--- src/hdl/core_pkg.sv ---
package core_pkg;

  // Register file geometry
  localparam int gpr_count    = 8;
  localparam int gpr_idx_size = 3;
  localparam int gpr_size     = 32;
  localparam int imm_size     = 16;

  // Reorder buffer geometry
  localparam int rob_depth    = 8;
  localparam int rob_idx_size = 3;

  // Entries kept back for the words still in decode and rename
  localparam int rob_reserve  = 2;

  localparam int instr_size   = 32;
  localparam int op_size      = 4;

  // Flags packed as {N, Z, C, V}
  localparam int nzcv_size    = 4;
  localparam int nzcv_c_bit   = 1;

  // Instruction field positions
  localparam int opc_lsb      = 28;
  localparam int set_nzcv_bit = 27;
  localparam int use_imm_bit  = 26;
  localparam int dst_lsb      = 23;
  localparam int src1_lsb     = 20;
  localparam int src2_lsb     = 17;

  typedef enum logic [op_size-1:0] {
    OP_ADD = 4'd0,
    OP_SUB = 4'd1,
    OP_AND = 4'd2,
    OP_ORR = 4'd3,
    OP_EOR = 4'd4,
    OP_MOV = 4'd5,
    OP_ADC = 4'd6
  } alu_op_t;

  typedef enum logic [1:0] {
    ROB_FREE   = 2'd0,
    ROB_WAIT   = 2'd1,
    ROB_ISSUED = 2'd2,
    ROB_DONE   = 2'd3
  } rob_state_t;

endpackage

--- src/hdl/alu_unit.sv ---
module alu_unit
  import core_pkg::*;
(
  input  logic                    in_clk,
  input  logic                    in_rst,
  input  logic                    iss_valid,
  input  logic [rob_idx_size-1:0] iss_tag,
  input  alu_op_t                 iss_op,
  input  logic [gpr_size-1:0]     iss_a,
  input  logic [gpr_size-1:0]     iss_b,
  input  logic                    iss_carry,
  output logic                    res_valid,
  output logic [rob_idx_size-1:0] res_tag,
  output logic [gpr_size-1:0]     res_value,
  output logic [nzcv_size-1:0]    res_nzcv
);

  logic [gpr_size-1:0] b_eff;
  logic [gpr_size-1:0] result;
  logic [gpr_size:0]   sum;
  logic                cin;
  logic                arith;
  logic                carry;
  logic                overflow;

  always_comb begin
    // SUB is A + ~B + 1, so carry out means no borrow
    b_eff = (iss_op == OP_SUB) ? ~iss_b : iss_b;
    cin   = (iss_op == OP_SUB) || (iss_op == OP_ADC && iss_carry);
    sum   = {1'b0, iss_a} + {1'b0, b_eff} + {{gpr_size{1'b0}}, cin};
    arith = 1'b0;
    case (iss_op)
      OP_ADD, OP_SUB, OP_ADC: begin
        result = sum[gpr_size-1:0];
        arith  = 1'b1;
      end
      OP_AND:  result = iss_a & iss_b;
      OP_ORR:  result = iss_a | iss_b;
      OP_EOR:  result = iss_a ^ iss_b;
      default: result = iss_b;  // MOV
    endcase
    carry    = arith && sum[gpr_size];
    overflow = arith && (iss_a[gpr_size-1] == b_eff[gpr_size-1]) &&
               (result[gpr_size-1] != iss_a[gpr_size-1]);
  end

  always_ff @(posedge in_clk) begin
    if (in_rst) begin
      res_valid <= 1'b0;
    end else begin
      res_valid <= iss_valid;
    end
  end

  always_ff @(posedge in_clk) begin
    if (iss_valid) begin
      res_tag   <= iss_tag;
      res_value <= result;
      res_nzcv  <= {result[gpr_size-1], result == '0, carry, overflow};
    end
  end

endmodule

--- src/hdl/instr_decoder.sv ---
module instr_decoder
  import core_pkg::*;
(
  input  logic                    in_clk,
  input  logic                    in_rst,
  input  logic                    instr_valid,
  input  logic [instr_size-1:0]   instr,
  output logic                    dec_valid,
  output alu_op_t                 op,
  output logic                    set_nzcv,
  output logic                    use_imm,
  output logic [imm_size-1:0]     imm,
  output logic [gpr_idx_size-1:0] src1,
  output logic [gpr_idx_size-1:0] src2,
  output logic [gpr_idx_size-1:0] dst,
  output logic                    uses_nzcv
);

  alu_op_t raw_op;
  logic    legal_op;

  always_comb begin
    raw_op = alu_op_t'(instr[opc_lsb +: op_size]);
    case (raw_op)
      OP_ADD, OP_SUB, OP_AND, OP_ORR, OP_EOR, OP_MOV, OP_ADC: legal_op = 1'b1;
      default: legal_op = 1'b0;
    endcase
  end

  always_ff @(posedge in_clk) begin
    if (in_rst) begin
      dec_valid <= 1'b0;
    end else begin
      dec_valid <= instr_valid;
    end
  end

  always_ff @(posedge in_clk) begin
    if (instr_valid) begin
      src1 <= instr[src1_lsb +: gpr_idx_size];
      src2 <= instr[src2_lsb +: gpr_idx_size];
      dst  <= instr[dst_lsb +: gpr_idx_size];
      if (legal_op) begin
        op        <= raw_op;
        set_nzcv  <= instr[set_nzcv_bit];
        use_imm   <= instr[use_imm_bit];
        imm       <= instr[imm_size-1:0];
        uses_nzcv <= (raw_op == OP_ADC);
      end else begin
        // Unknown opcode becomes MOV #0 and leaves the flags alone
        op        <= OP_MOV;
        set_nzcv  <= 1'b0;
        use_imm   <= 1'b1;
        imm       <= '0;
        uses_nzcv <= 1'b0;
      end
    end
  end

endmodule

--- src/hdl/ooo_core_top.sv ---
module ooo_core_top
  import core_pkg::*;
(
  input  logic                    in_clk,
  input  logic                    in_rst,
  input  logic                    instr_valid,
  input  logic [instr_size-1:0]   instr,
  output logic                    instr_ready,
  output logic                    commit_valid,
  output logic [gpr_idx_size-1:0] commit_reg,
  output logic [gpr_size-1:0]     commit_value,
  output logic                    commit_set_nzcv,
  output logic [nzcv_size-1:0]    commit_nzcv
);

  logic                    accept;
  // Decoder to rename
  logic                    dec_valid;
  alu_op_t                 dec_op;
  logic                    dec_set_nzcv;
  logic                    dec_use_imm;
  logic [imm_size-1:0]     dec_imm;
  logic [gpr_idx_size-1:0] dec_src1;
  logic [gpr_idx_size-1:0] dec_src2;
  logic [gpr_idx_size-1:0] dec_dst;
  logic                    dec_uses_nzcv;
  // Rename to reorder buffer
  logic                    ren_valid;
  logic                    src1_valid;
  logic [rob_idx_size-1:0] src1_tag;
  logic [gpr_size-1:0]     src1_value;
  logic                    src2_valid;
  logic [rob_idx_size-1:0] src2_tag;
  logic [gpr_size-1:0]     src2_value;
  logic                    nzcv_valid;
  logic [rob_idx_size-1:0] nzcv_tag;
  logic [nzcv_size-1:0]    nzcv_value;
  logic [gpr_idx_size-1:0] ren_dst;
  alu_op_t                 ren_op;
  logic                    ren_set_nzcv;
  logic                    ren_uses_nzcv;
  logic [rob_idx_size-1:0] next_tag;
  logic [rob_idx_size-1:0] commit_tag;
  // Issue and result
  logic                    iss_valid;
  logic [rob_idx_size-1:0] iss_tag;
  alu_op_t                 iss_op;
  logic [gpr_size-1:0]     iss_a;
  logic [gpr_size-1:0]     iss_b;
  logic                    iss_carry;
  logic                    res_valid;
  logic [rob_idx_size-1:0] res_tag;
  logic [gpr_size-1:0]     res_value;
  logic [nzcv_size-1:0]    res_nzcv;

  assign accept = instr_valid && instr_ready;

  instr_decoder u_decoder (
    .in_clk     (in_clk),
    .in_rst     (in_rst),
    .instr_valid(accept),
    .instr      (instr),
    .dec_valid  (dec_valid),
    .op         (dec_op),
    .set_nzcv   (dec_set_nzcv),
    .use_imm    (dec_use_imm),
    .imm        (dec_imm),
    .src1       (dec_src1),
    .src2       (dec_src2),
    .dst        (dec_dst),
    .uses_nzcv  (dec_uses_nzcv)
  );

  reg_rename u_rename (
    .in_clk         (in_clk),
    .in_rst         (in_rst),
    .dec_valid      (dec_valid),
    .dec_op         (dec_op),
    .dec_set_nzcv   (dec_set_nzcv),
    .dec_use_imm    (dec_use_imm),
    .dec_imm        (dec_imm),
    .dec_src1       (dec_src1),
    .dec_src2       (dec_src2),
    .dec_dst        (dec_dst),
    .dec_uses_nzcv  (dec_uses_nzcv),
    .next_tag       (next_tag),
    .commit_valid   (commit_valid),
    .commit_tag     (commit_tag),
    .commit_reg     (commit_reg),
    .commit_value   (commit_value),
    .commit_set_nzcv(commit_set_nzcv),
    .commit_nzcv    (commit_nzcv),
    .ren_valid      (ren_valid),
    .src1_valid     (src1_valid),
    .src1_tag       (src1_tag),
    .src1_value     (src1_value),
    .src2_valid     (src2_valid),
    .src2_tag       (src2_tag),
    .src2_value     (src2_value),
    .nzcv_valid     (nzcv_valid),
    .nzcv_tag       (nzcv_tag),
    .nzcv_value     (nzcv_value),
    .dst            (ren_dst),
    .op             (ren_op),
    .set_nzcv       (ren_set_nzcv),
    .uses_nzcv      (ren_uses_nzcv)
  );

  reorder_buffer u_rob (
    .in_clk         (in_clk),
    .in_rst         (in_rst),
    .ren_valid      (ren_valid),
    .src1_valid     (src1_valid),
    .src1_tag       (src1_tag),
    .src1_value     (src1_value),
    .src2_valid     (src2_valid),
    .src2_tag       (src2_tag),
    .src2_value     (src2_value),
    .nzcv_valid     (nzcv_valid),
    .nzcv_tag       (nzcv_tag),
    .nzcv_value     (nzcv_value),
    .dst            (ren_dst),
    .op             (ren_op),
    .set_nzcv       (ren_set_nzcv),
    .uses_nzcv      (ren_uses_nzcv),
    .res_valid      (res_valid),
    .res_tag        (res_tag),
    .res_value      (res_value),
    .res_nzcv       (res_nzcv),
    .next_tag       (next_tag),
    .instr_ready    (instr_ready),
    .iss_valid      (iss_valid),
    .iss_tag        (iss_tag),
    .iss_op         (iss_op),
    .iss_a          (iss_a),
    .iss_b          (iss_b),
    .iss_carry      (iss_carry),
    .commit_valid   (commit_valid),
    .commit_tag     (commit_tag),
    .commit_reg     (commit_reg),
    .commit_value   (commit_value),
    .commit_set_nzcv(commit_set_nzcv),
    .commit_nzcv    (commit_nzcv)
  );

  alu_unit u_alu (
    .in_clk   (in_clk),
    .in_rst   (in_rst),
    .iss_valid(iss_valid),
    .iss_tag  (iss_tag),
    .iss_op   (iss_op),
    .iss_a    (iss_a),
    .iss_b    (iss_b),
    .iss_carry(iss_carry),
    .res_valid(res_valid),
    .res_tag  (res_tag),
    .res_value(res_value),
    .res_nzcv (res_nzcv)
  );

endmodule

--- src/hdl/reg_rename.sv ---
module reg_rename
  import core_pkg::*;
(
  input  logic                    in_clk,
  input  logic                    in_rst,
  // From decoder
  input  logic                    dec_valid,
  input  alu_op_t                 dec_op,
  input  logic                    dec_set_nzcv,
  input  logic                    dec_use_imm,
  input  logic [imm_size-1:0]     dec_imm,
  input  logic [gpr_idx_size-1:0] dec_src1,
  input  logic [gpr_idx_size-1:0] dec_src2,
  input  logic [gpr_idx_size-1:0] dec_dst,
  input  logic                    dec_uses_nzcv,
  // From reorder buffer
  input  logic [rob_idx_size-1:0] next_tag,
  input  logic                    commit_valid,
  input  logic [rob_idx_size-1:0] commit_tag,
  input  logic [gpr_idx_size-1:0] commit_reg,
  input  logic [gpr_size-1:0]     commit_value,
  input  logic                    commit_set_nzcv,
  input  logic [nzcv_size-1:0]    commit_nzcv,
  // To reorder buffer
  output logic                    ren_valid,
  output logic                    src1_valid,
  output logic [rob_idx_size-1:0] src1_tag,
  output logic [gpr_size-1:0]     src1_value,
  output logic                    src2_valid,
  output logic [rob_idx_size-1:0] src2_tag,
  output logic [gpr_size-1:0]     src2_value,
  output logic                    nzcv_valid,
  output logic [rob_idx_size-1:0] nzcv_tag,
  output logic [nzcv_size-1:0]    nzcv_value,
  output logic [gpr_idx_size-1:0] dst,
  output alu_op_t                 op,
  output logic                    set_nzcv,
  output logic                    uses_nzcv
);

  // Status table
  logic [gpr_size-1:0]     reg_value [gpr_count];
  logic [gpr_count-1:0]    reg_valid;
  logic [rob_idx_size-1:0] reg_tag   [gpr_count];
  logic [nzcv_size-1:0]    flag_value;
  logic                    flag_valid;
  logic [rob_idx_size-1:0] flag_tag;

  logic [gpr_idx_size-1:0] src1_q;
  logic [gpr_idx_size-1:0] src2_q;
  logic                    use_imm_q;
  logic [imm_size-1:0]     imm_q;
  logic                    src1_fwd;
  logic                    src2_fwd;
  logic                    flag_fwd;

  always_ff @(posedge in_clk) begin
    if (in_rst) begin
      ren_valid <= 1'b0;
    end else begin
      ren_valid <= dec_valid;
    end
  end

  always_ff @(posedge in_clk) begin
    if (dec_valid) begin
      src1_q    <= dec_src1;
      src2_q    <= dec_src2;
      use_imm_q <= dec_use_imm;
      imm_q     <= dec_imm;
      dst       <= dec_dst;
      op        <= dec_op;
      set_nzcv  <= dec_set_nzcv;
      uses_nzcv <= dec_uses_nzcv;
    end
  end

  // Commit first, a rename of the same register overrides it
  always_ff @(posedge in_clk) begin
    if (in_rst) begin
      for (int i = 0; i < gpr_count; i++) begin
        reg_value[i] <= '0;
        reg_tag[i]   <= '0;
      end
      reg_valid  <= '1;
      flag_value <= '0;
      flag_valid <= 1'b1;
      flag_tag   <= '0;
    end else begin
      // Superseded producers do not write back
      if (commit_valid && commit_tag == reg_tag[commit_reg]) begin
        reg_value[commit_reg] <= commit_value;
        reg_valid[commit_reg] <= 1'b1;
      end
      if (flag_fwd) begin
        flag_value <= commit_nzcv;
        flag_valid <= 1'b1;
      end
      if (ren_valid) begin
        reg_valid[dst] <= 1'b0;
        reg_tag[dst]   <= next_tag;
        if (set_nzcv) begin
          flag_valid <= 1'b0;
          flag_tag   <= next_tag;
        end
      end
    end
  end

  // Operand read with bypass of a same-cycle commit
  always_comb begin
    src1_fwd = commit_valid && commit_reg == src1_q && commit_tag == reg_tag[src1_q];
    src2_fwd = commit_valid && commit_reg == src2_q && commit_tag == reg_tag[src2_q];
    flag_fwd = commit_valid && commit_set_nzcv && commit_tag == flag_tag;

    src1_valid = reg_valid[src1_q] || src1_fwd;
    src1_tag   = reg_tag[src1_q];
    src1_value = src1_fwd ? commit_value : reg_value[src1_q];

    src2_tag = reg_tag[src2_q];
    if (use_imm_q) begin
      src2_valid = 1'b1;
      src2_value = {{(gpr_size - imm_size){1'b0}}, imm_q};
    end else begin
      src2_valid = reg_valid[src2_q] || src2_fwd;
      src2_value = src2_fwd ? commit_value : reg_value[src2_q];
    end

    nzcv_valid = flag_valid || flag_fwd;
    nzcv_tag   = flag_tag;
    nzcv_value = flag_fwd ? commit_nzcv : flag_value;
  end

  // A commit carrying the recorded producer must find its register pending
  a_commit_pending : assert property (@(posedge in_clk) disable iff (in_rst)
    commit_valid && commit_tag == reg_tag[commit_reg] |-> !reg_valid[commit_reg]);

endmodule

--- src/hdl/reorder_buffer.sv ---
module reorder_buffer
  import core_pkg::*;
(
  input  logic                    in_clk,
  input  logic                    in_rst,
  // Dispatch from rename
  input  logic                    ren_valid,
  input  logic                    src1_valid,
  input  logic [rob_idx_size-1:0] src1_tag,
  input  logic [gpr_size-1:0]     src1_value,
  input  logic                    src2_valid,
  input  logic [rob_idx_size-1:0] src2_tag,
  input  logic [gpr_size-1:0]     src2_value,
  input  logic                    nzcv_valid,
  input  logic [rob_idx_size-1:0] nzcv_tag,
  input  logic [nzcv_size-1:0]    nzcv_value,
  input  logic [gpr_idx_size-1:0] dst,
  input  alu_op_t                 op,
  input  logic                    set_nzcv,
  input  logic                    uses_nzcv,
  // Result broadcast
  input  logic                    res_valid,
  input  logic [rob_idx_size-1:0] res_tag,
  input  logic [gpr_size-1:0]     res_value,
  input  logic [nzcv_size-1:0]    res_nzcv,
  output logic [rob_idx_size-1:0] next_tag,
  output logic                    instr_ready,
  // Issue
  output logic                    iss_valid,
  output logic [rob_idx_size-1:0] iss_tag,
  output alu_op_t                 iss_op,
  output logic [gpr_size-1:0]     iss_a,
  output logic [gpr_size-1:0]     iss_b,
  output logic                    iss_carry,
  // Commit
  output logic                    commit_valid,
  output logic [rob_idx_size-1:0] commit_tag,
  output logic [gpr_idx_size-1:0] commit_reg,
  output logic [gpr_size-1:0]     commit_value,
  output logic                    commit_set_nzcv,
  output logic [nzcv_size-1:0]    commit_nzcv
);

  rob_state_t              state       [rob_depth];
  alu_op_t                 e_op        [rob_depth];
  logic [gpr_idx_size-1:0] e_dst       [rob_depth];
  logic                    e_set_nzcv  [rob_depth];
  logic                    e_uses_nzcv [rob_depth];
  logic                    a_valid     [rob_depth];
  logic [rob_idx_size-1:0] a_tag       [rob_depth];
  logic [gpr_size-1:0]     a_value     [rob_depth];
  logic                    b_valid     [rob_depth];
  logic [rob_idx_size-1:0] b_tag       [rob_depth];
  logic [gpr_size-1:0]     b_value     [rob_depth];
  logic                    f_valid     [rob_depth];
  logic [rob_idx_size-1:0] f_tag       [rob_depth];
  logic [nzcv_size-1:0]    f_value     [rob_depth];
  logic [gpr_size-1:0]     e_result    [rob_depth];
  logic [nzcv_size-1:0]    e_nzcv      [rob_depth];

  logic [rob_idx_size-1:0] head;
  logic [rob_idx_size-1:0] tail;
  logic [rob_idx_size:0]   count;
  logic [rob_idx_size-1:0] idx;

  // Dispatch operands after same-cycle broadcast and finished producers
  logic                    d_a_valid;
  logic [gpr_size-1:0]     d_a_value;
  logic                    d_b_valid;
  logic [gpr_size-1:0]     d_b_value;
  logic                    d_f_valid;
  logic [nzcv_size-1:0]    d_f_value;

  always_comb begin
    d_a_valid = 1'b1;
    d_a_value = src1_value;
    if (!src1_valid && res_valid && res_tag == src1_tag) begin
      d_a_value = res_value;
    end else if (!src1_valid && state[src1_tag] == ROB_DONE) begin
      d_a_value = e_result[src1_tag];
    end else begin
      d_a_valid = src1_valid;
    end

    d_b_valid = 1'b1;
    d_b_value = src2_value;
    if (!src2_valid && res_valid && res_tag == src2_tag) begin
      d_b_value = res_value;
    end else if (!src2_valid && state[src2_tag] == ROB_DONE) begin
      d_b_value = e_result[src2_tag];
    end else begin
      d_b_valid = src2_valid;
    end

    d_f_valid = 1'b1;
    d_f_value = nzcv_value;
    if (!nzcv_valid && res_valid && res_tag == nzcv_tag) begin
      d_f_value = res_nzcv;
    end else if (!nzcv_valid && state[nzcv_tag] == ROB_DONE) begin
      d_f_value = e_nzcv[nzcv_tag];
    end else begin
      d_f_valid = nzcv_valid;
    end
  end

  // Oldest ready entry, scanning from head
  always_comb begin
    iss_valid = 1'b0;
    iss_tag   = head;
    for (int i = 0; i < rob_depth; i++) begin
      idx = head + rob_idx_size'(i);
      if (!iss_valid && state[idx] == ROB_WAIT && a_valid[idx] && b_valid[idx] &&
          (f_valid[idx] || !e_uses_nzcv[idx])) begin
        iss_valid = 1'b1;
        iss_tag   = idx;
      end
    end
    iss_op    = e_op[iss_tag];
    iss_a     = a_value[iss_tag];
    iss_b     = b_value[iss_tag];
    iss_carry = f_value[iss_tag][nzcv_c_bit];
  end

  assign next_tag        = tail;
  assign instr_ready     = count < (rob_idx_size + 1)'(rob_depth - rob_reserve);
  assign commit_valid    = state[head] == ROB_DONE;
  assign commit_tag      = head;
  assign commit_reg      = e_dst[head];
  assign commit_value    = e_result[head];
  assign commit_set_nzcv = e_set_nzcv[head];
  assign commit_nzcv     = e_nzcv[head];

  always_ff @(posedge in_clk) begin
    if (in_rst) begin
      for (int i = 0; i < rob_depth; i++) begin
        state[i] <= ROB_FREE;
      end
      head  <= '0;
      tail  <= '0;
      count <= '0;
    end else begin
      if (ren_valid) begin
        state[tail] <= ROB_WAIT;
        tail        <= tail + 1'b1;
      end
      if (iss_valid) begin
        state[iss_tag] <= ROB_ISSUED;
      end
      if (res_valid) begin
        state[res_tag] <= ROB_DONE;
      end
      if (commit_valid) begin
        state[head] <= ROB_FREE;
        head        <= head + 1'b1;
      end
      case ({ren_valid, commit_valid})
        2'b10:   count <= count + 1'b1;
        2'b01:   count <= count - 1'b1;
        default: count <= count;
      endcase
    end
  end

  always_ff @(posedge in_clk) begin
    // Wakeup of waiting operands
    for (int i = 0; i < rob_depth; i++) begin
      if (res_valid && state[i] == ROB_WAIT) begin
        if (!a_valid[i] && a_tag[i] == res_tag) begin
          a_valid[i] <= 1'b1;
          a_value[i] <= res_value;
        end
        if (!b_valid[i] && b_tag[i] == res_tag) begin
          b_valid[i] <= 1'b1;
          b_value[i] <= res_value;
        end
        if (!f_valid[i] && f_tag[i] == res_tag) begin
          f_valid[i] <= 1'b1;
          f_value[i] <= res_nzcv;
        end
      end
    end
    if (ren_valid) begin
      e_op[tail]        <= op;
      e_dst[tail]       <= dst;
      e_set_nzcv[tail]  <= set_nzcv;
      e_uses_nzcv[tail] <= uses_nzcv;
      a_valid[tail]     <= d_a_valid;
      a_tag[tail]       <= src1_tag;
      a_value[tail]     <= d_a_value;
      b_valid[tail]     <= d_b_valid;
      b_tag[tail]       <= src2_tag;
      b_value[tail]     <= d_b_value;
      f_valid[tail]     <= d_f_valid;
      f_tag[tail]       <= nzcv_tag;
      f_value[tail]     <= d_f_value;
    end
    if (res_valid) begin
      e_result[res_tag] <= res_value;
      e_nzcv[res_tag]   <= res_nzcv;
    end
  end

  // The fetch side must stop before the tail wraps onto a live entry
  a_no_overflow : assert property (@(posedge in_clk) disable iff (in_rst)
    ren_valid |-> state[tail] == ROB_FREE);

endmodule

--- config.mk ---
export PLATFORM = sky130hd
export DESIGN_NAME = ooo_core_top
export DESIGN_NICKNAME = d
export VERILOG_FILES = /design/src/hdl/core_pkg.sv /design/src/hdl/alu_unit.sv /design/src/hdl/instr_decoder.sv /design/src/hdl/ooo_core_top.sv /design/src/hdl/reg_rename.sv /design/src/hdl/reorder_buffer.sv
export SDC_FILE = /design/constraint.sdc
export NUM_CORES = 2
export LEC_CHECK = 0
export BUFFER_PORTS_ARGS = -buffer_cell sky130_fd_sc_hd__buf_2
export CAP_MARGIN = 20
export CORE_UTILIZATION = 55
export CTS_BUF_LIST = sky130_fd_sc_hd__clkbuf_2 sky130_fd_sc_hd__clkbuf_4 sky130_fd_sc_hd__clkbuf_8
export DETAILED_ROUTE_END_ITERATION = 8
export GPL_ROUTABILITY_DRIVEN = 0
export MAX_ROUTING_LAYER = met4
export PLACE_DENSITY = 0.72
export SYNTH_ARGS = -nofsm -noshare
export SYNTH_HDL_FRONTEND = slang
export SYNTH_SLANG_ARGS = --single-unit
--- constraint.sdc ---
create_clock -name in_clk -period 27.9 [get_ports in_clk]
set_input_delay 2.79 -clock in_clk [delete_from_list [all_inputs] [get_ports in_clk]]
set_output_delay 2.79 -clock in_clk [all_outputs]
set_load 0.05 [all_outputs]
==> metrics.yaml <==
fin_cells: 7931
fin_tns_setup_ns: 0
power_uw: 4580
final_hold_viol_count: 0
syn-cell-area_mm2: 0.0730
syn-mean-instance-area_um2: 12.2
detail-route-antenna-nets: 0
syn_nets: 6145
die_height_um: 366
ios: 77
drive_above_1_share_pct: 17.8
post-cts-setup-buffers: 0
grt.overflow.total: 0
critPathCaptureType: "flip-flop"
required_ns: 28.62
area_delta_synth_final_pct: 9.07
yosysWarnings: 0
syn_inst: 6002
vias: 53600
tightest_slew_ns: 1.17
cts_resized: 0
grt_max_degree: 79
cts_buffer_depth: 3
dp_cells: 7524
htreeDepth: 4
io_buffer_count: 75
placed_area_mm2: 0.0753
clock-root-buffer: "clkbuf_8"
combPwrFrac_pct: 10.3
intPower_uw: 3410
drt_iter0_markers: 8161
r2r_slack_ns: 15.66
rr_worst_depth: 35
crit_top_cell: "o21ai_0"
rsz0062_at_grt: "false"
die_area_mm2: 0.134
drc: 0
clkTransAtPathRegs_ns: 0.06
vdd_drop_max_mv: 0.0517
p_sw_share_pct: 25.7
grt.total_usage_pct: 33.4
hold_start: "u_decoder.imm[1]"
crit_path_max_fanout: 55
fin_area_mm2: 0.0797
cts_tree: "done"
hold_end: "u_rename.imm_q[1]"
antenna_found_initial: 2
slowest_delay_ns: 0.93
start_kind: "flip-flop"
outcome: "finished clean"
wl_per_cell_um: 27.8
seq_power_share_pct: 51.8
cts_sinks: 1404
cts_buffers: 219
leakage_uw: 0.0281
synth-main-ff-cell: "edfxtp_1"
row_count: 133
drv_slew: 0
yosysUniqueCellTypes: 98
initial_core_util_pct: 55.5
switchingPower_uw: 1180
ys_ff_latch: 1404
synth-edff-count: 1326
r2r-end: "u_alu.res_nzcv[2]"
dp_hpwl_mm: 133
whs_path_depth: 0
die_w_um: 366
layout_min_cycle_time_ns: 12.24
r2r_start: "u_rob.commit_tag[0]"
grt_pass1_vias: 52400
final_util_pct: 60.5
fmax_mhz: 81.7
synthArstFlopShare_pct: 0
ctsHoldBuffers: 0
p_clk_share_pct: 37.8
dr.pass1.iters: 6
setup-violations-final: 0
fin_nets: 6135
grt_pass1_wl_mm: 324
critPathSlowestCell: "dfxtp_1"
slew_headroom_pct: 19.6
cap_violations: 0
fin_crit_sh_pct: 43.9
cp.arrival_ns: 12.96
routed_wl_mm: 221
yosysSeqAreaShare_pct: 56.6
worstSetupPathType: "flip-flop to flip-flop"
clock_latency_ns: 1.00
hp-class: "flip-flop to flip-flop"
viasPerCell: 6.75
p_per_area_mw_per_mm2: 57.5
design.core.area_mm2: 0.132
finClkSkew_ns: 0.0640
==> power groups by stage <==
stage	Sequential, µW	Combinational, µW	Clock (µW)
after detailed placement	2420	460	0
after CTS	2370	462	1740
final	2370	473	1730
after global placement	2420	449	0
after global routing	2380	504	1820
after floorplan	2400	330	0
==> worst max path at each step <==
stage | startpoint | endpoint | slack [ns] | depth (start not counted)
3_5_place_dp | u_rob.commit_tag[0] | u_alu.res_nzcv[2] | 15.96 | 35
4_1_cts | u_rob.commit_tag[0] | u_alu.res_nzcv[2] | 15.89 | 35
2_1_floorplan | u_rob.commit_tag[2] | u_alu.res_nzcv[2] | 18.52 | 36
6_report | u_rob.commit_tag[0] | u_alu.res_nzcv[2] | 15.66 | 35
3_3_place_gp | u_rob.commit_tag[0] | u_alu.res_nzcv[2] | 16.06 | 35
5_1_grt | u_rob.commit_tag[0] | u_alu.res_nzcv[2] | 14.91 | 35
==> metal layers <==
layer,track usage [%],up-vias,share of wire [%]
met5,-,-,0
met2,49.9,3924,45
met1,43.9,26300,37
li1,-,22700,-
met3,5.82,719,12
met4,17.9,0,5.7
==> registers in the layout (all words and copies together), names as in the netlist, 24 cells and up, named ones only <==
name and count:
u_rob.e_op 32, u_rob.e_result 256, u_rob.f_tag 24, u_rename.reg_value 256
u_rob.b_tag 24, u_rob.e_nzcv 24, u_rob.b_value 256, u_rob.a_value 256
u_rob.e_dst 24, u_rob.a_tag 24, u_alu.res_value 32, u_rename.reg_tag 24
==> cell usage after synthesis (14+ instances only) <==
| cell | count | area, µm² |
|---|---|---|
| a211oi_1 | 94 | 706 |
| a21o_1 | 45 | 338 |
| a21oi_1 | 530 | 2650 |
| a311oi_1 | 81 | 709 |
| a31oi_1 | 56 | 350 |
| and2_1 | 83 | 519 |
| and3_1 | 73 | 457 |
| buf_1 | 57 | 214 |
| buf_2 | 21 | 105 |
| clkbuf_1 | 363 | 1360 |
| dfxtp_1 | 78 | 1560 |
| edfxtp_1 | 1326 | 39800 |
| ha_1 | 105 | 1310 |
| inv_1 | 140 | 526 |
| mux2_2 | 44 | 495 |
| mux2i_1 | 160 | 1600 |
| mux4_2 | 373 | 8400 |
| nand2_1 | 705 | 2650 |
| nand2b_1 | 14 | 87.6 |
| nand3_1 | 162 | 811 |
| nand4_1 | 39 | 244 |
| nor2_1 | 669 | 2510 |
| nor2b_1 | 21 | 131 |
| nor3_1 | 42 | 210 |
| o211ai_1 | 30 | 225 |
| o21ai_0 | 234 | 1170 |
| o22a_1 | 22 | 193 |
| o22ai_1 | 27 | 169 |
| or2_2 | 18 | 113 |
| xnor2_1 | 149 | 1310 |
| xor2_1 | 18 | 158 |
==> layout by cell type (no fill, tap or decap), types with 14 or more instances in the layout <==
master,count
o22ai_1,27
nor2b_1,21
a311oi_1,81
nand2b_1,14
or2_2,18
nor2_1,662
mux2_2,44
xor2_1,18
buf_2,75
a211oi_1,94
clkbuf_4,72
nand3_1,159
and2_1,81
nand2_1,702
buf_4,148
ha_1,105
o21ai_4,17
edfxtp_1,1326
dfxtp_1,68
mux2i_1,154
clkinv_1,68
o22a_1,22
a21oi_1,529
nor3_1,40
clkbuf_8,226
o21ai_0,217
and3_1,73
a31oi_1,55
a21o_1,37
o211ai_1,30
xnor2_1,149
clkinv_2,20
inv_1,131
nand4_1,39
mux4_2,373
==> cell type report <==
| type | instances | area, µm² |
|---|---|---|
| clock buffers | 298 | 3650 |
| inverters | 154 | 603 |
| well taps | 1755 | 2200 |
| fillers | 10200 | 52000 |
| flip-flops and latches | 1404 | 41400 |
| diodes | 4 | 10.0 |
| multi-input cells | 3988 | 29600 |
| repair buffers | 225 | 1530 |
| clock inverters | 103 | 634 |
==> logic make-up after synthesis <==
kind of cell / after synthesis / share of synthesized area (%)
DFF: 1404 / 56.6
AOI/OAI and AO/OA: 1242 / 10.4
buffers and inverters: 610 / 3.27
muxes: 579 / 14.4
other: 1 / 0.00513
and+or+nand+nor: 1890 / 11.3
adders and majority gates: 108 / 1.88
xor gates and xnor gates: 168 / 2.04
==> worst max-delay path, delay by kind of cell (launching register included) <==
kind            cells  cell delay, ns
compound gates     16            4.99
simple gates        8            1.69
buf+inv             3            1.48
mux                 2            0.65
xor+xnor            3            0.83
fa+ha+maj           3            1.37
flops               1            0.93
==> metrics by stage <==
stage                     setup WS (ns)  hold slack [ns]
final                             15.66            0.402
after global routing              14.91            0.405
after CTS                         15.89            0.394
after detailed placement          15.96            0.405
after global placement            16.06            0.401
after floorplan                   18.52            0.400
No activity file was read; power rests on OpenSTA's default activity.
